===== src/source/refill_defines.svh =====
// Refill geometry macros; the line width must stay the beat width times the beat count
`ifndef REFILL_DEFINES_SVH
`define REFILL_DEFINES_SVH

// ------------------------------
// Address side
// ------------------------------

// Cache-block address as sent on the acquire
`define REFILL_BLOCK_ADDR_W 26

// ------------------------------
// Grant data side
// ------------------------------

// One L2 grant beat
`define REFILL_BEAT_W 128

// Beats per cache line
`define REFILL_BEATS 4

// Beat index carried with every grant
`define REFILL_BEAT_IDX_W 2

// Assembled line of four 128-bit beats
`define REFILL_LINE_W (`REFILL_BEAT_W * `REFILL_BEATS)

// ------------------------------
// PMU
// ------------------------------

// Counters wrap at this width
`define REFILL_CNT_W 16

`endif


===== src/source/refill_pkg.sv =====
// Types of the refill path; needs refill_defines.svh on the include path
`include "refill_defines.svh"

package refill_pkg;

    // ------------------------------
    // Requester FSM
    // ------------------------------

    // Idle until a miss, then wait for the last grant beat
    typedef enum logic {
        REFILL_IDLE = 1'b0,
        REFILL_WAIT = 1'b1
    } refill_state_e;

    // ------------------------------
    // Payload types
    // ------------------------------

    // Block address of the missing line
    typedef logic [`REFILL_BLOCK_ADDR_W-1:0] block_addr_t;

    // Single grant beat from L2
    typedef logic [`REFILL_BEAT_W-1:0] beat_data_t;

    // Beat position inside the line
    typedef logic [`REFILL_BEAT_IDX_W-1:0] beat_idx_t;

    // Whole line with beat 0 in the low bits
    typedef logic [`REFILL_LINE_W-1:0] line_t;

    // Performance counter value
    typedef logic [`REFILL_CNT_W-1:0] pmu_cnt_t;

endpackage


===== src/source/grant_line_buffer.sv =====
// Beats may arrive with gaps but the refill ends on beat index 3; grants are always accepted
`include "refill_defines.svh"

module grant_line_buffer (
    input  logic                   clk_i,
    input  logic                   rst_i,

    // Grant channel from L2
    input  logic                   grant_valid_i,
    input  refill_pkg::beat_idx_t  grant_beat_i,
    input  refill_pkg::beat_data_t grant_data_i,

    // PMU event sampled with the last beat only
    input  logic                   l2_hit_i,

    // Finished line towards the fill writer
    output logic                   line_done_o,
    output refill_pkg::line_t      line_data_o,
    output logic                   line_l2_hit_o
);

    import refill_pkg::*;

    // ------------------------------
    // Line assembly
    // ------------------------------

    // Line under construction
    line_t line_q;

    // Registered completion pulse
    logic  done_q;

    // Hit flag of the completed refill
    logic  hit_q;

    // Acknowledge beat
    logic  last_beat;

    // Both index bits set marks the final beat of the line
    assign last_beat = grant_valid_i && (&grant_beat_i);

    // Each valid beat goes into its own 128-bit slot
    always_ff @(posedge clk_i) begin
        for (int k = 0; k < `REFILL_BEATS; k++) begin
            if (grant_valid_i && (grant_beat_i == beat_idx_t'(k))) begin
                line_q[k*`REFILL_BEAT_W +: `REFILL_BEAT_W] <= grant_data_i;
            end
        end
    end

    // ------------------------------
    // Completion
    // ------------------------------

    // Pulse one cycle after the last beat
    always_ff @(posedge clk_i) begin
        if (rst_i) begin
            done_q <= 1'b0;
            hit_q  <= 1'b0;
        end else begin
            done_q <= last_beat;
            // Sample the L2 hit only with the acknowledge beat
            if (last_beat) begin
                hit_q <= l2_hit_i;
            end
        end
    end

    // Outputs
    assign line_done_o   = done_q;
    assign line_data_o   = line_q;
    assign line_l2_hit_o = hit_q;

endmodule


===== src/source/icache_refill_tile.sv =====
// Icache refill path only; constant acquire fields and grant ready are not brought out
module icache_refill_tile (
    input  logic                    clk_i,
    input  logic                    rst_i,

    // Miss side
    input  logic                    miss_valid_i,
    input  refill_pkg::block_addr_t miss_block_addr_i,

    // L2 grant
    input  logic                    grant_valid_i,
    input  refill_pkg::beat_idx_t   grant_beat_i,
    input  refill_pkg::beat_data_t  grant_data_i,
    input  logic                    l2_hit_i,

    // L2 acquire
    output logic                    acquire_valid_o,
    output refill_pkg::block_addr_t acquire_block_addr_o,
    output logic                    miss_busy_o,

    // Cache fill
    output logic                    fill_valid_o,
    output refill_pkg::block_addr_t fill_block_addr_o,
    output refill_pkg::line_t       fill_line_o,

    // PMU
    output refill_pkg::pmu_cnt_t    refill_count_o,
    output refill_pkg::pmu_cnt_t    l2_hit_count_o
);

    import refill_pkg::*;

    // Buffer to requester and writer
    logic  line_done;
    line_t line_data;
    logic  line_l2_hit;

    // ------------------------------
    // Acquire side
    // ------------------------------

    refill_requester u_requester (
        .clk_i                (clk_i),
        .rst_i                (rst_i),
        .miss_valid_i         (miss_valid_i),
        .miss_block_addr_i    (miss_block_addr_i),
        .line_done_i          (line_done),
        .acquire_valid_o      (acquire_valid_o),
        .acquire_block_addr_o (acquire_block_addr_o),
        .miss_busy_o          (miss_busy_o)
    );

    // Grant beats into a line
    grant_line_buffer u_line_buffer (
        .clk_i         (clk_i),
        .rst_i         (rst_i),
        .grant_valid_i (grant_valid_i),
        .grant_beat_i  (grant_beat_i),
        .grant_data_i  (grant_data_i),
        .l2_hit_i      (l2_hit_i),
        .line_done_o   (line_done),
        .line_data_o   (line_data),
        .line_l2_hit_o (line_l2_hit)
    );

    // Fill port and counters
    // Address comes from the requester's held acquire address
    refill_fill_writer u_fill_writer (
        .clk_i             (clk_i),
        .rst_i             (rst_i),
        .line_done_i       (line_done),
        .line_data_i       (line_data),
        .line_l2_hit_i     (line_l2_hit),
        .block_addr_i      (acquire_block_addr_o),
        .fill_valid_o      (fill_valid_o),
        .fill_block_addr_o (fill_block_addr_o),
        .fill_line_o       (fill_line_o),
        .refill_count_o    (refill_count_o),
        .l2_hit_count_o    (l2_hit_count_o)
    );

endmodule


===== src/source/refill_fill_writer.sv =====
// Fill port holds data only while fill_valid_o is high; counters wrap silently at 16 bits
module refill_fill_writer (
    input  logic                    clk_i,
    input  logic                    rst_i,

    // Completed line from the buffer
    input  logic                    line_done_i,
    input  refill_pkg::line_t       line_data_i,
    input  logic                    line_l2_hit_i,

    // Held miss address from the requester
    input  refill_pkg::block_addr_t block_addr_i,

    // Cache fill port
    output logic                    fill_valid_o,
    output refill_pkg::block_addr_t fill_block_addr_o,
    output refill_pkg::line_t       fill_line_o,

    // Performance counters
    output refill_pkg::pmu_cnt_t    refill_count_o,
    output refill_pkg::pmu_cnt_t    l2_hit_count_o
);

    import refill_pkg::*;

    // ------------------------------
    // Fill port registers
    // ------------------------------

    logic        fill_valid_q;

    // Payload valid only with fill_valid_q
    block_addr_t fill_addr_q;
    line_t       fill_line_q;

    // Counters
    pmu_cnt_t    refill_cnt_q;
    pmu_cnt_t    hit_cnt_q;

    // Strobe and counters update together
    always_ff @(posedge clk_i) begin
        if (rst_i) begin
            fill_valid_q <= 1'b0;
            refill_cnt_q <= '0;
            hit_cnt_q    <= '0;
        end else begin
            // One-cycle fill per completed line
            fill_valid_q <= line_done_i;
            if (line_done_i) begin
                refill_cnt_q <= refill_cnt_q + pmu_cnt_t'(1);
                // Hit counter only for refills served by L2
                if (line_l2_hit_i) begin
                    hit_cnt_q <= hit_cnt_q + pmu_cnt_t'(1);
                end
            end
        end
    end

    // Line and address captured with the pulse
    always_ff @(posedge clk_i) begin
        if (line_done_i) begin
            fill_addr_q <= block_addr_i;
            fill_line_q <= line_data_i;
        end
    end

    // ------------------------------
    // Outputs
    // ------------------------------

    assign fill_valid_o      = fill_valid_q;
    assign fill_block_addr_o = fill_addr_q;
    assign fill_line_o       = fill_line_q;

    assign refill_count_o    = refill_cnt_q;
    assign l2_hit_count_o    = hit_cnt_q;

endmodule


===== src/source/refill_requester.sv =====
// One miss outstanding at a time; a miss strobe seen while busy is dropped, not queued
module refill_requester (
    input  logic                   clk_i,
    input  logic                   rst_i,

    // Miss request from the icache
    input  logic                   miss_valid_i,
    input  refill_pkg::block_addr_t miss_block_addr_i,

    // Refill finished, from the line buffer
    input  logic                   line_done_i,

    // Acquire towards L2
    output logic                   acquire_valid_o,
    output refill_pkg::block_addr_t acquire_block_addr_o,

    // High while a miss is outstanding
    output logic                   miss_busy_o
);

    import refill_pkg::*;

    // ------------------------------
    // State and held address
    // ------------------------------

    refill_state_e state_q;
    refill_state_e state_d;

    // Address of the outstanding miss for the acquire and the fill writer
    block_addr_t   addr_q;

    // Single-cycle acquire strobe
    logic          acquire_q;

    // Miss accepted only from idle
    logic          accept;

    assign accept = miss_valid_i && (state_q == REFILL_IDLE);

    // Next state
    always_comb begin
        state_d = state_q;
        case (state_q)
            REFILL_IDLE: begin
                // New miss opens a refill
                if (miss_valid_i) begin
                    state_d = REFILL_WAIT;
                end
            end
            REFILL_WAIT: begin
                // Last beat seen by the buffer closes it
                if (line_done_i) begin
                    state_d = REFILL_IDLE;
                end
            end
            default: begin
                state_d = REFILL_IDLE;
            end
        endcase
    end

    // Control registers
    always_ff @(posedge clk_i) begin
        if (rst_i) begin
            state_q   <= REFILL_IDLE;
            acquire_q <= 1'b0;
        end else begin
            state_q   <= state_d;
            // One acquire per accepted miss
            acquire_q <= accept;
        end
    end

    // Address capture on an accepted miss
    always_ff @(posedge clk_i) begin
        if (accept) begin
            addr_q <= miss_block_addr_i;
        end
    end

    // ------------------------------
    // Outputs
    // ------------------------------

    assign acquire_valid_o      = acquire_q;

    // Held for the whole refill
    assign acquire_block_addr_o = addr_q;

    // Busy rises with the acquire, falls after line_done
    assign miss_busy_o          = (state_q == REFILL_WAIT);

endmodule


===== config.mk =====
export PLATFORM = sky130hd
export DESIGN_NAME = icache_refill_tile
export DESIGN_NICKNAME = d
export VERILOG_FILES = /design/src/source/refill_pkg.sv /design/src/source/grant_line_buffer.sv /design/src/source/icache_refill_tile.sv /design/src/source/refill_fill_writer.sv /design/src/source/refill_requester.sv
export VERILOG_INCLUDE_DIRS = /design/src /design/src/source
export SDC_FILE = /design/constraint.sdc
export NUM_CORES = 1
export LEC_CHECK = 0
export BUFFER_PORTS_ARGS = -buffer_cell sky130_fd_sc_hd__buf_4
export CAP_MARGIN = 20
export CORE_AREA = 2 2 296 298
export DETAILED_ROUTE_END_ITERATION = 16
export DIE_AREA = 0 0 298 300
export SLEW_MARGIN = 20
export SYNTH_ARGS = -nofsm -noshare
export SYNTH_HDL_FRONTEND = slang
export SYNTH_SLANG_ARGS = --single-unit

===== constraint.sdc =====
create_clock -name clk_i -period 20.5 [get_ports clk_i]
set_input_delay 2.05 -clock clk_i [delete_from_list [all_inputs] [get_ports clk_i]]
set_output_delay 2.05 -clock clk_i [all_outputs]
set_load 0.02 [all_outputs]

### Yosys cells after proc, flatten, opt, wreduce, memory -nomap -nowiden

Index checks and enable logic that the tools add are counted.

* equal/unequal tests: 3
* reductions and logical operators: 9
* $lt $le $gt $ge: 0
* add/subtract/negate cells: 2
* bitwise operators: 1
* divide/modulo/power cells: 0
* shifts and indexed selects: 0
* multipliers: 0
* mux-type cells: 3

Operators with widths (count)
* $add 16x1->16 const B: 2
* $logic_and 1x1->1: 6
* $eq 2x2->1 const B: 2
* $reduce_and 2->1: 2
* $eq 2x1->1 const B: 1
* $logic_not 2->1: 1
* $mux 1: 2
* $pmux 1 s2: 1
* $not 1->1: 1

* bits in latches: 0
* input port bits: 161
* memories kept: 0
* logic and storage cells: 32
* bits in writable memories: 0
* ROM bits: 0
* output and inout bits: 599
* register bits: 1113

### Longest topological paths before layout

Gate-level depths: netlist of run 1.

* depth in word-level cells: 2
* gate-level depth with buffers: 5
* mapped depth without buffers: 5

### By module

Synthesis of run 1 repeated with hierarchy kept, for this count alone.

* cells, all modules: 1260
* area, all modules: 33943.8 um^2

By module, submodules not included
* refill_fill_writer: cells each 705, instances 1, sequential area each 16816.1 um^2, area each 17609.4 um^2
* grant_line_buffer: cells each 523, instances 1, sequential area each 15414.8 um^2, area each 15482.3 um^2
* refill_requester: cells each 32, instances 1, sequential area each 820.8 um^2, area each 852.1 um^2

### Worst setup path before layout of run 1

OpenSTA, ideal clock, no wires.

* path type: flip-flop to flip-flop
* start: register u_line_buffer.done_q (netlist: u_line_buffer.line_done_o)
* end: register u_fill_writer.refill_cnt_q[5] (netlist: u_fill_writer.refill_count_o[5])
* cell stages (with the launch flop): 4
* setup slack: 5.121 ns
* buffers on the path: 0
* required time: 20.430 ns
* setup time: 0.070 ns
* clock period less this slack: 15.379 ns
* arrival: 15.308 ns
* path through: dfxtp_1 > nand4_2 > or3_1 > a21oi_1

RTL lines
* start, declared: RTL line grant_line_buffer.sv:32 `logic done_q;`
* start signal, assigned: RTL line grant_line_buffer.sv:62 `done_q <= last_beat;`
* end signal, assigned: RTL line refill_fill_writer.sv:50 `refill_cnt_q <= refill_cnt_q + pmu_cnt_t'(1);`
* end, declared: RTL line refill_fill_writer.sv:37 `pmu_cnt_t refill_cnt_q;`

### Final worst setup path of run 1

* start: register u_line_buffer.done_q (netlist: u_line_buffer.line_done_o)
* end: register u_fill_writer.fill_line_q[282] (netlist: u_fill_writer.fill_line_o[282]), enable pin

RTL lines
* end signal, assigned: RTL line refill_fill_writer.sv:63 `fill_line_q <= line_data_i;`
* end, declared: RTL line refill_fill_writer.sv:34 `line_t fill_line_q;`

No word-level cell between the ends.

==> reports/qor.csv, run 1 <==
metric,value,unit
status,"finished, final reports clean",
synth cell count leaders,"edfxtp_1 (1076), dfxtp_1 (37), nor2_1 (33)",
Pint,3.81,mW
clock share of power,0.414,
CTS Hold Buffers Added,0,
Yosys warning count,0,
final net count,2304,
routability cong.,0.854,
Yosys reg bits,1113,
CTS max path bufs,3,
share of post-route cells with drive strength above 1,0.427,
final setup fails,0,
register area share after synthesis,0.973,
post-route clock period utilization,0.221,
row count,108,
number of DRC markers in iteration 0,1011,
"top cells by area, synth","edfxtp_1 (95%), dfxtp_1 (2.2%), xnor2_1 (0.44%)",
Final Hold Fails,0,
Ports,760,
max_slew headroom,0.287,
"Avg Cell Area, Syn",27.0,sq um
worst vdd rail ir drop,69.1,uV
CTS buffer count,108,
final wirelength,75.3,mm
cells on worst reg2reg path,4,
CP Class,reg -> reg,
initial antenna violation count,3,
Setup TNS,0,ps
worst reg2reg endpoint,u_fill_writer.fill_line_o[282]$_DFFE_PP_,
Detail Placement HPWL,51.3,mm
Critical Path Start Type,flop,
switching portion of total power,0.199,
"Cell Area, Synth",34000,sq um
CTS Root Cell,clkbuf_16,
die area,89400,sq um
setup bufs post-CTS,0,
post-synth cell types,32,
Worst setup startpoint,u_line_buffer.line_done_o$_SDFF_PP0_,
Starting Density,0.394,
drt pass-1 iters,5,
die height,300,microns
Worst Hold Class,reg -> reg,
Period minus WS final,4530,ps
port bufs,759,
Total GRT Usage,0.164,
Seq pwr share,0.549,
asr flop ratio synth,0,
TritonCTS clock tree,built,
Area Growth Syn to Fin,32.1,%
worst flop-to-flop path startpoint,u_line_buffer.line_done_o$_SDFF_PP0_,
min setup slack post-route,15970,ps
first-pass GRT wire length,107,mm
CP max FO,72,
top cell type's share of synthesized area,0.951,
"Top FF cell, synth",edfxtp_1,
Syn Inst Count,1260,
Fmax,221,MHz
Clock Skews,22.4,ps
Die Wd,298,microns
largest net degree at the start of global routing,171,
Worst Path Arrival,4800,ps
cell with the most instances after synthesis,edfxtp_1,
Resized Gates After CTS,0,
PwrDens,106,nW/um^2
"area leader, netlist",edfxtp_1,
Post-Layout Cell Count,3389,
vias per cell,4.52,
clk sinks,1113,
measured slew at the worst slew-check pin,1070,ps
H-tree levels,3,
Worst-Skew Late Latency,660,ps
Final ANT Viol Nets,0,
DP Worst Slack,15910,ps
fin util,0.520,
CTS clock-pin slew for the worst setup and hold paths,60,ps
Gate power share,0.037,
RSZ-0062 raised after global routing,no,
Max Slew Vio Count,0,
Mapped Nets,1423,
vias,15300,
"Req. time, crit path",20770,ps
critical path endpoint,u_fill_writer.fill_line_o[282]$_DFFE_PP_,
flop-to-flop setup slack,15970,ps
"EDFF count, synth",1076,
Core ar.,86200,sq um
Worst setup EP type,flop,
Pleak,15.9,nW
number of remaining DRC errors,0,
drt wl/cell,22.2,microns
placed cells,3186,
P_sw,950,uW
grt ovf,0,
max_cap viols,0,
vias in the first global route,15500,
total power,4.76,mW
-- routing by layer --
layer  GRT usage  wire [microns]  vias up
met1       0.178           26500     7743
li1            -               -     6839
met5           0              13        -
met3      0.0451            5260      138
met2       0.300           41000      587
met4      0.0688            2640        2
-- cells by family after synthesis --
group | count (synthesis) | share of synthesized area
adders and majority gates | 2 | 0.000737
DFF | 1113 | 0.973
buffers and inverters | 14 | 0.00162
muxes | 3 | 0.000921
and+or+nand+nor | 93 | 0.0156
xor gates and xnor gates | 25 | 0.00645
AOI/OAI and AO/OA | 10 | 0.00166
-- sequential cells by signal, indices dropped and copies added (netlist names) --
register / count
u_fill_writer.fill_block_addr_o: 26
u_fill_writer.fill_line_o: 512
u_fill_writer.fill_valid_o: 1
u_fill_writer.l2_hit_count_o: 16
u_fill_writer.refill_count_o: 16
u_line_buffer.line_data_o: 512
u_line_buffer.line_done_o: 1
u_line_buffer.line_l2_hit_o: 1
u_requester.acquire_block_addr_o: 26
u_requester.acquire_valid_o: 1
u_requester.miss_busy_o: 1
-- metrics by stage --
stage,hold WS (ps),area [sq um]
final,399,44900
after global routing,405,44900
after CTS,404,44900
after detailed placement,405,41300
after global placement,400,41300
after floorplan,400,34000
-- worst min path at each step --
stage                                              from                                       end  slack (ps)  cells after the start
2_1_floorplan    u_line_buffer.line_data_o[0]$_DFFE_PP_    u_fill_writer.fill_line_o[0]$_DFFE_PP_         400                      0
3_3_place_gp   u_line_buffer.line_data_o[283]$_DFFE_PP_  u_fill_writer.fill_line_o[283]$_DFFE_PP_         400                      0
3_5_place_dp    u_line_buffer.line_data_o[11]$_DFFE_PP_   u_fill_writer.fill_line_o[11]$_DFFE_PP_         400                      0
4_1_cts        u_line_buffer.line_data_o[225]$_DFFE_PP_  u_fill_writer.fill_line_o[225]$_DFFE_PP_         400                      0
5_1_grt        u_line_buffer.line_data_o[511]$_DFFE_PP_  u_fill_writer.fill_line_o[511]$_DFFE_PP_         410                      0
6_report       u_line_buffer.line_data_o[511]$_DFFE_PP_  u_fill_writer.fill_line_o[511]$_DFFE_PP_         400                      0
-- cell type report --
| class | count | area (sq um) |
|---|---|---|
| Clock buffer | 129 | 2820 |
| Timing Repair Buffer | 777 | 5850 |
| Sequential cell | 1113 | 33100 |
| Antenna cell | 1 | 2.50 |
| Inverter | 8 | 30.0 |
| Multi-Input combinational cell | 133 | 882 |
| Tap cell | 1155 | 1450 |
| Clock inverter | 73 | 781 |
| Fill cell | 6827 | 41300 |
-- cells in the final DEF, fill, tap and decap left out, drive strengths merged, types with 2 or more instances in the layout --
cell / instances
nand3: 9
dfxtp: 37
clkinvlp: 5
xnor2: 17
o21ai: 2
bufinv: 14
a21oi: 6
nor2: 33
nand4: 11
clkbuf: 129
nor3: 8
and3: 2
nand2b: 2
nor4: 8
buf: 777
xor2: 8
clkinv: 49
inv: 13
ha: 2
mux2i: 2
edfxtp: 1076
nand2: 11
or3: 3
nor2b: 3
-- power groups by stage --
| stage | registers [mW] | logic (mW) | clock network (mW) |
|---|---|---|---|
| floorplan | 2.72 | 0.0136 | 0 |
| global placement | 2.66 | 0.177 | 0 |
| detailed placement | 2.66 | 0.180 | 0 |
| CTS | 2.62 | 0.180 | 2.02 |
| global route | 2.62 | 0.185 | 2.11 |
| finish | 2.61 | 0.176 | 1.97 |
-- critical path: stages, from the launching register on --
cell and delay, ps:
dfxtp_4 730, buf_4 800, buf_4 800, buf_4 810, buf_4 840
Power figures use the tool's default switching activity.
==> run 2: changes to the inputs <==
==> constraint.sdc (replaced) <==
create_clock -name clk_i -period 4.53 [get_ports clk_i]
set_input_delay 0.453 -clock clk_i [delete_from_list [all_inputs] [get_ports clk_i]]
set_output_delay 0.453 -clock clk_i [all_outputs]
set_load 0.02 [all_outputs]
==> reports/qor.csv, run 2 (same netlist as run 1, synthesis figures left out) <==
metric,value,unit
Starting Density,0.394,
number of DRC markers in iteration 0,1192,
Critical Path Start Type,flop,
P_sw,4.32,mW
Worst Hold Class,in -> reg,
CP max FO,175,
clock share of power,0.403,
vias,15800,
Pint,17.1,mW
Ports,760,
crit path cell chain,buf_12,
status,"finished, final reports clean",
CTS max path bufs,3,
Seq pwr share,0.554,
drt pass-1 iters,5,
Worst Path Arrival,2490,ps
die area,89400,sq um
Max Slew Vio Count,0,
max_cap viols,0,
Clock Skews,29.1,ps
initial antenna violation count,4,
Worst path max stage delay,880,ps
drt wl/cell,21.6,microns
grt ovf,0,
Fill cells,6590,
die height,300,microns
Final Hold Fails,0,
Resized Gates After CTS,0,
max_slew headroom,0.243,
area occupied by registers,33100,sq um
final wirelength,76.6,mm
Detail Placement HPWL,50.4,mm
slowest CP cell,dfxtp_4,
Final Hold Slack,66.2,ps
fin util,0.539,
number of remaining DRC errors,0,
Final ANT Viol Nets,0,
H-tree levels,3,
crit path buf inv count,1,
"commonest non-fill, non-tap cell in the layout",edfxtp_1,
CP Class,reg -> reg,
clk sinks,1113,
CTS Root Cell,clkbuf_16,
switching portion of total power,0.202,
CTS clock-pin slew for the worst setup and hold paths,60,ps
Die Wd,298,microns
Gate power share,0.043,
PwrDens,460,nW/um^2
multi-input logic area,950,sq um
first-pass GRT wire length,109,mm
Worst setup EP type,flop,
final net count,2458,
final setup fails,0,
Core ar.,86200,sq um
ANT cells,0,
port bufs,759,
measured slew at the worst slew-check pin,1140,ps
vias per cell,4.46,
Total GRT Usage,0.166,
Pleak,16.5,nW
Post-Place Cell Area,41400,sq um
largest delay contributor family on the critical path,flip-flops,
worst vdd rail ir drop,352,uV
vias in the first global route,16400,
routability cong.,0.827,
design area,46400,sq um
TritonCTS clock tree,built,
Area Growth Syn to Fin,36.7,%
post-route clock period utilization,0.490,
share of post-route cells with drive strength above 1,0.401,
RSZ-0062 raised after global routing,no,
Fmax,450,MHz
Period minus WS final,2220,ps
"Req. time, crit path",4800,ps
Worst-Skew Late Latency,670,ps
CTS buffer count,108,
largest net degree at the start of global routing,176,
most frequent cells in the layout,"edfxtp_1 (1076), buf_4 (769), dlygate4sd3_1 (154)",
row count,108,
[run 2: changes by cell type in the layout (fill, tap and decap cells not counted), moves of 4 or more]
cell	previous run	this run
buf_12	1	8
buf_4	776	769
bufinv_16	14	7
clkbuf_8	2	6
clkinv_2	23	17
clkinv_4	0	4
dlygate4sd3_1	0	154
nor3_1	8	1
nor3_2	0	7
[run 2: power groups by stage]
stage / clock [mW] / sequential, mW / combinational (mW)
floorplan: 0 / 12.3 / 0.0622
global placement: 0 / 12.0 / 0.807
detailed placement: 0 / 12.1 / 0.819
CTS: 8.86 / 11.8 / 0.937
global route: 9.28 / 11.9 / 0.967
finish: 8.61 / 11.8 / 0.919
[run 2: worst paths after layout]
| kind | startpoint | depth (start not counted) | slack [ps] | to |
|---|---|---|---|---|
| setup / recovery | u_line_buffer.line_done_o$_SDFF_PP0_ | 1 | 2310 | u_fill_writer.fill_line_o[309]$_DFFE_PP_ |
| hold / removal | l2_hit_i | 3 | 70 | u_line_buffer.line_l2_hit_o$_SDFFE_PP0P_ |
| setup reg to reg | u_line_buffer.line_done_o$_SDFF_PP0_ | 1 | 2310 | u_fill_writer.fill_line_o[309]$_DFFE_PP_ |
| hold reg to reg | u_line_buffer.line_data_o[180]$_DFFE_PP_ | 0 | 400 | u_fill_writer.fill_line_o[180]$_DFFE_PP_ |
[run 2: area by class of cell]
class / instances / share of cell area
Clock buffer: 137 / 0.0628
Clock inverter: 63 / 0.0120
Inverter: 8 / 0.000647
Multi-Input combinational cell: 133 / 0.0205
Sequential cell: 1113 / 0.712
Tap cell: 1155 / 0.0311
Timing Repair Buffer: 931 / 0.161
[run 2: per-stage QoR]
stage	TNS [ps]	power (mW)	setup WS [ps]	instances
6_report	0	21.4	2310	3540
4_1_cts	0	21.6	2340	3540
3_3_place_gp	0	12.9	2260	3186
3_5_place_dp	0	12.9	2200	3186
2_1_floorplan	-22010	12.3	-945	1260
5_1_grt	0	22.1	2240	3540
[run 2: what timing repair did]
action	CTS	global route
hold endpoints to repair	536	0
hold buffers	154	0
buffers inserted	0	0
[run 2: layer usage]
| layer | routed length, microns | GRT usage |
|---|---|---|
| met2 | 41000 | 0.296 |
| met4 | 2750 | 0.0720 |
| met5 | 33 | 0 |
| met3 | 5890 | 0.0548 |
| met1 | 26900 | 0.180 |
==> run 3: changes to the inputs <==
==> constraint.sdc (replaced) <==
create_clock -name clk_i -period 2.05 [get_ports clk_i]
set_input_delay 0.205 -clock clk_i [delete_from_list [all_inputs] [get_ports clk_i]]
set_output_delay 0.205 -clock clk_i [all_outputs]
set_load 0.02 [all_outputs]
==> reports/qor.csv, run 3 (same netlist as run 1, synthesis figures left out) <==
metric,value,unit
CTS Root Cell,clkbuf_16,
drt wl/cell,22.4,microns
final net count,2491,
Period minus WS final,1710,ps
CP max FO,2,
Final ANT Viol Nets,0,
Worst setup EP type,output pin,
PwrDens,1010,nW/um^2
RSZ-0062 raised after global routing,no,
Worst path max stage delay,620,ps
initial antenna violation count,5,
drt pass-1 iters,4,
Total GRT Usage,0.175,
vias,16200,
Critical Path Start Type,flop,
Worst-Skew Late Latency,660,ps
die area,89400,sq um
Fill cells,6603,
Detail Placement HPWL,55.3,mm
Final Hold Fails,0,
routability cong.,0.853,
clock share of power,0.405,
port bufs,759,
CTS Hold Buffers Added,159,
status,"finished, final reports clean",
Area Growth Syn to Fin,38.1,%
Worst Hold Class,in -> reg,
Fmax,586,MHz
"Req. time, crit path",1850,ps
design area,46900,sq um
measured slew at the worst slew-check pin,554,ps
number of DRC markers in iteration 0,1134,
P_sw,9.73,mW
worst vdd rail ir drop,716,uV
Gate power share,0.045,
Ports,760,
placed cells,3214,
largest delay contributor family on the critical path,flip-flops,
Pleak,16.8,nW
CTS clock-pin slew for the worst setup and hold paths,60,ps
switching portion of total power,0.205,
max_cap viols,0,
"commonest non-fill, non-tap cell in the layout",edfxtp_1,
slowest CP cell,edfxtp_1,
largest net degree at the start of global routing,72,
CP Class,reg -> out,
Post-Place Cell Area,41800,sq um
Die Wd,298,microns
Pint,37.8,mW
final wirelength,80.2,mm
die height,300,microns
Seq pwr share,0.550,
number of remaining DRC errors,0,
H-tree levels,3,
Resized Gates After CTS,0,
share of post-route cells with drive strength above 1,0.408,
row count,108,
Starting Density,0.394,
most frequent cells in the layout,"edfxtp_1 (1076), buf_4 (780), dlygate4sd3_1 (159)",
Clock Skews,23.1,ps
clk sinks,1113,
crit path cell chain,buf_4,
crit path buf inv count,1,
Final Hold Slack,80.7,ps
final setup fails,0,
TritonCTS clock tree,built,
Max Slew Vio Count,0,
vias in the first global route,17000,
Core ar.,86200,sq um
post-route clock period utilization,0.833,
vias per cell,4.52,
grt ovf,0,
CTS buffer count,108,
Post-Layout Cell Count,3576,
setup bufs post-CTS,0,
Worst Path Arrival,1500,ps
max_slew headroom,0.631,
fin util,0.544,
first-pass GRT wire length,115,mm
CTS max path bufs,3,
-- run 3: cell count changes in the layout (fill, tap and decap cells not counted), moves of 5 or more --
| cell | delta |
|---|---|
| dlygate4sd3_1 | +5 |
| buf_12 | +17 |
| nor3_2 | -5 |
| buf_4 | +11 |
| nor3_1 | +5 |
| clkinv_2 | +6 |
| clkbuf_1 | +5 |
| clkinv_1 | -8 |
-- run 3: cell type report --
class | count | area (sq um) | area share
multi-input cells | 133 | 941 | 0.0201
clock inverters | 64 | 633 | 0.0135
diodes | 1 | 2.50 | 0.0000533
well taps | 1155 | 1450 | 0.0308
clock buffers | 138 | 2860 | 0.0609
inverters | 8 | 30.0 | 0.000640
repair buffers | 964 | 7950 | 0.169
flip-flops and latches | 1113 | 33100 | 0.705
-- run 3: per-stage QoR --
step	power, mW	setup TNS, ps	setup slack [ps]
final	47.5	0	343
after global placement	28.5	0	414
after detailed placement	28.6	0	398
after CTS	48.1	0	248
after floorplan	27.2	-1680850	-3340
after global routing	49.1	0	267
-- run 3: power groups by stage --
stage | logic, mW | registers, mW | clock network, mW
floorplan | 0.141 | 27.1 | 0
global placement | 1.87 | 26.6 | 0
detailed placement | 1.90 | 26.7 | 0
CTS | 2.17 | 26.2 | 19.7
global route | 2.24 | 26.2 | 20.7
finish | 2.13 | 26.2 | 19.2
-- run 3: path summary, 6_finish.rpt --
kind / startpoint / slack (ps) / cells past startpoint / endpoint
worst max-delay path: u_requester.acquire_block_addr_o[13]$_DFFE_PP_ / 340 / 1 / acquire_block_addr_o[13]
worst min-delay path: grant_beat_i[0] / 80 / 3 / u_line_buffer.line_data_o[8]$_DFFE_PP_
worst max register to register: u_line_buffer.line_done_o$_SDFF_PP0_ / 400 / 4 / u_fill_writer.l2_hit_count_o[15]$_SDFFE_PP0P_
worst min register to register: u_line_buffer.line_data_o[311]$_DFFE_PP_ / 400 / 0 / u_fill_writer.fill_line_o[311]$_DFFE_PP_
-- run 3: per-layer routing --
layer | global-route usage | vias up | part of all wire
li1 | - | 7205 | -
met1 | 0.194 | 8205 | 0.35
met2 | 0.322 | 620 | 0.54
met3 | 0.0488 | 138 | 0.070
met4 | 0.0626 | 6 | 0.031
met5 | 0 | - | 0.00051
-- run 3: worst min-delay path: stages --
cell and delay, ps:
buf_4 130, nor3b_4 50, buf_12 170
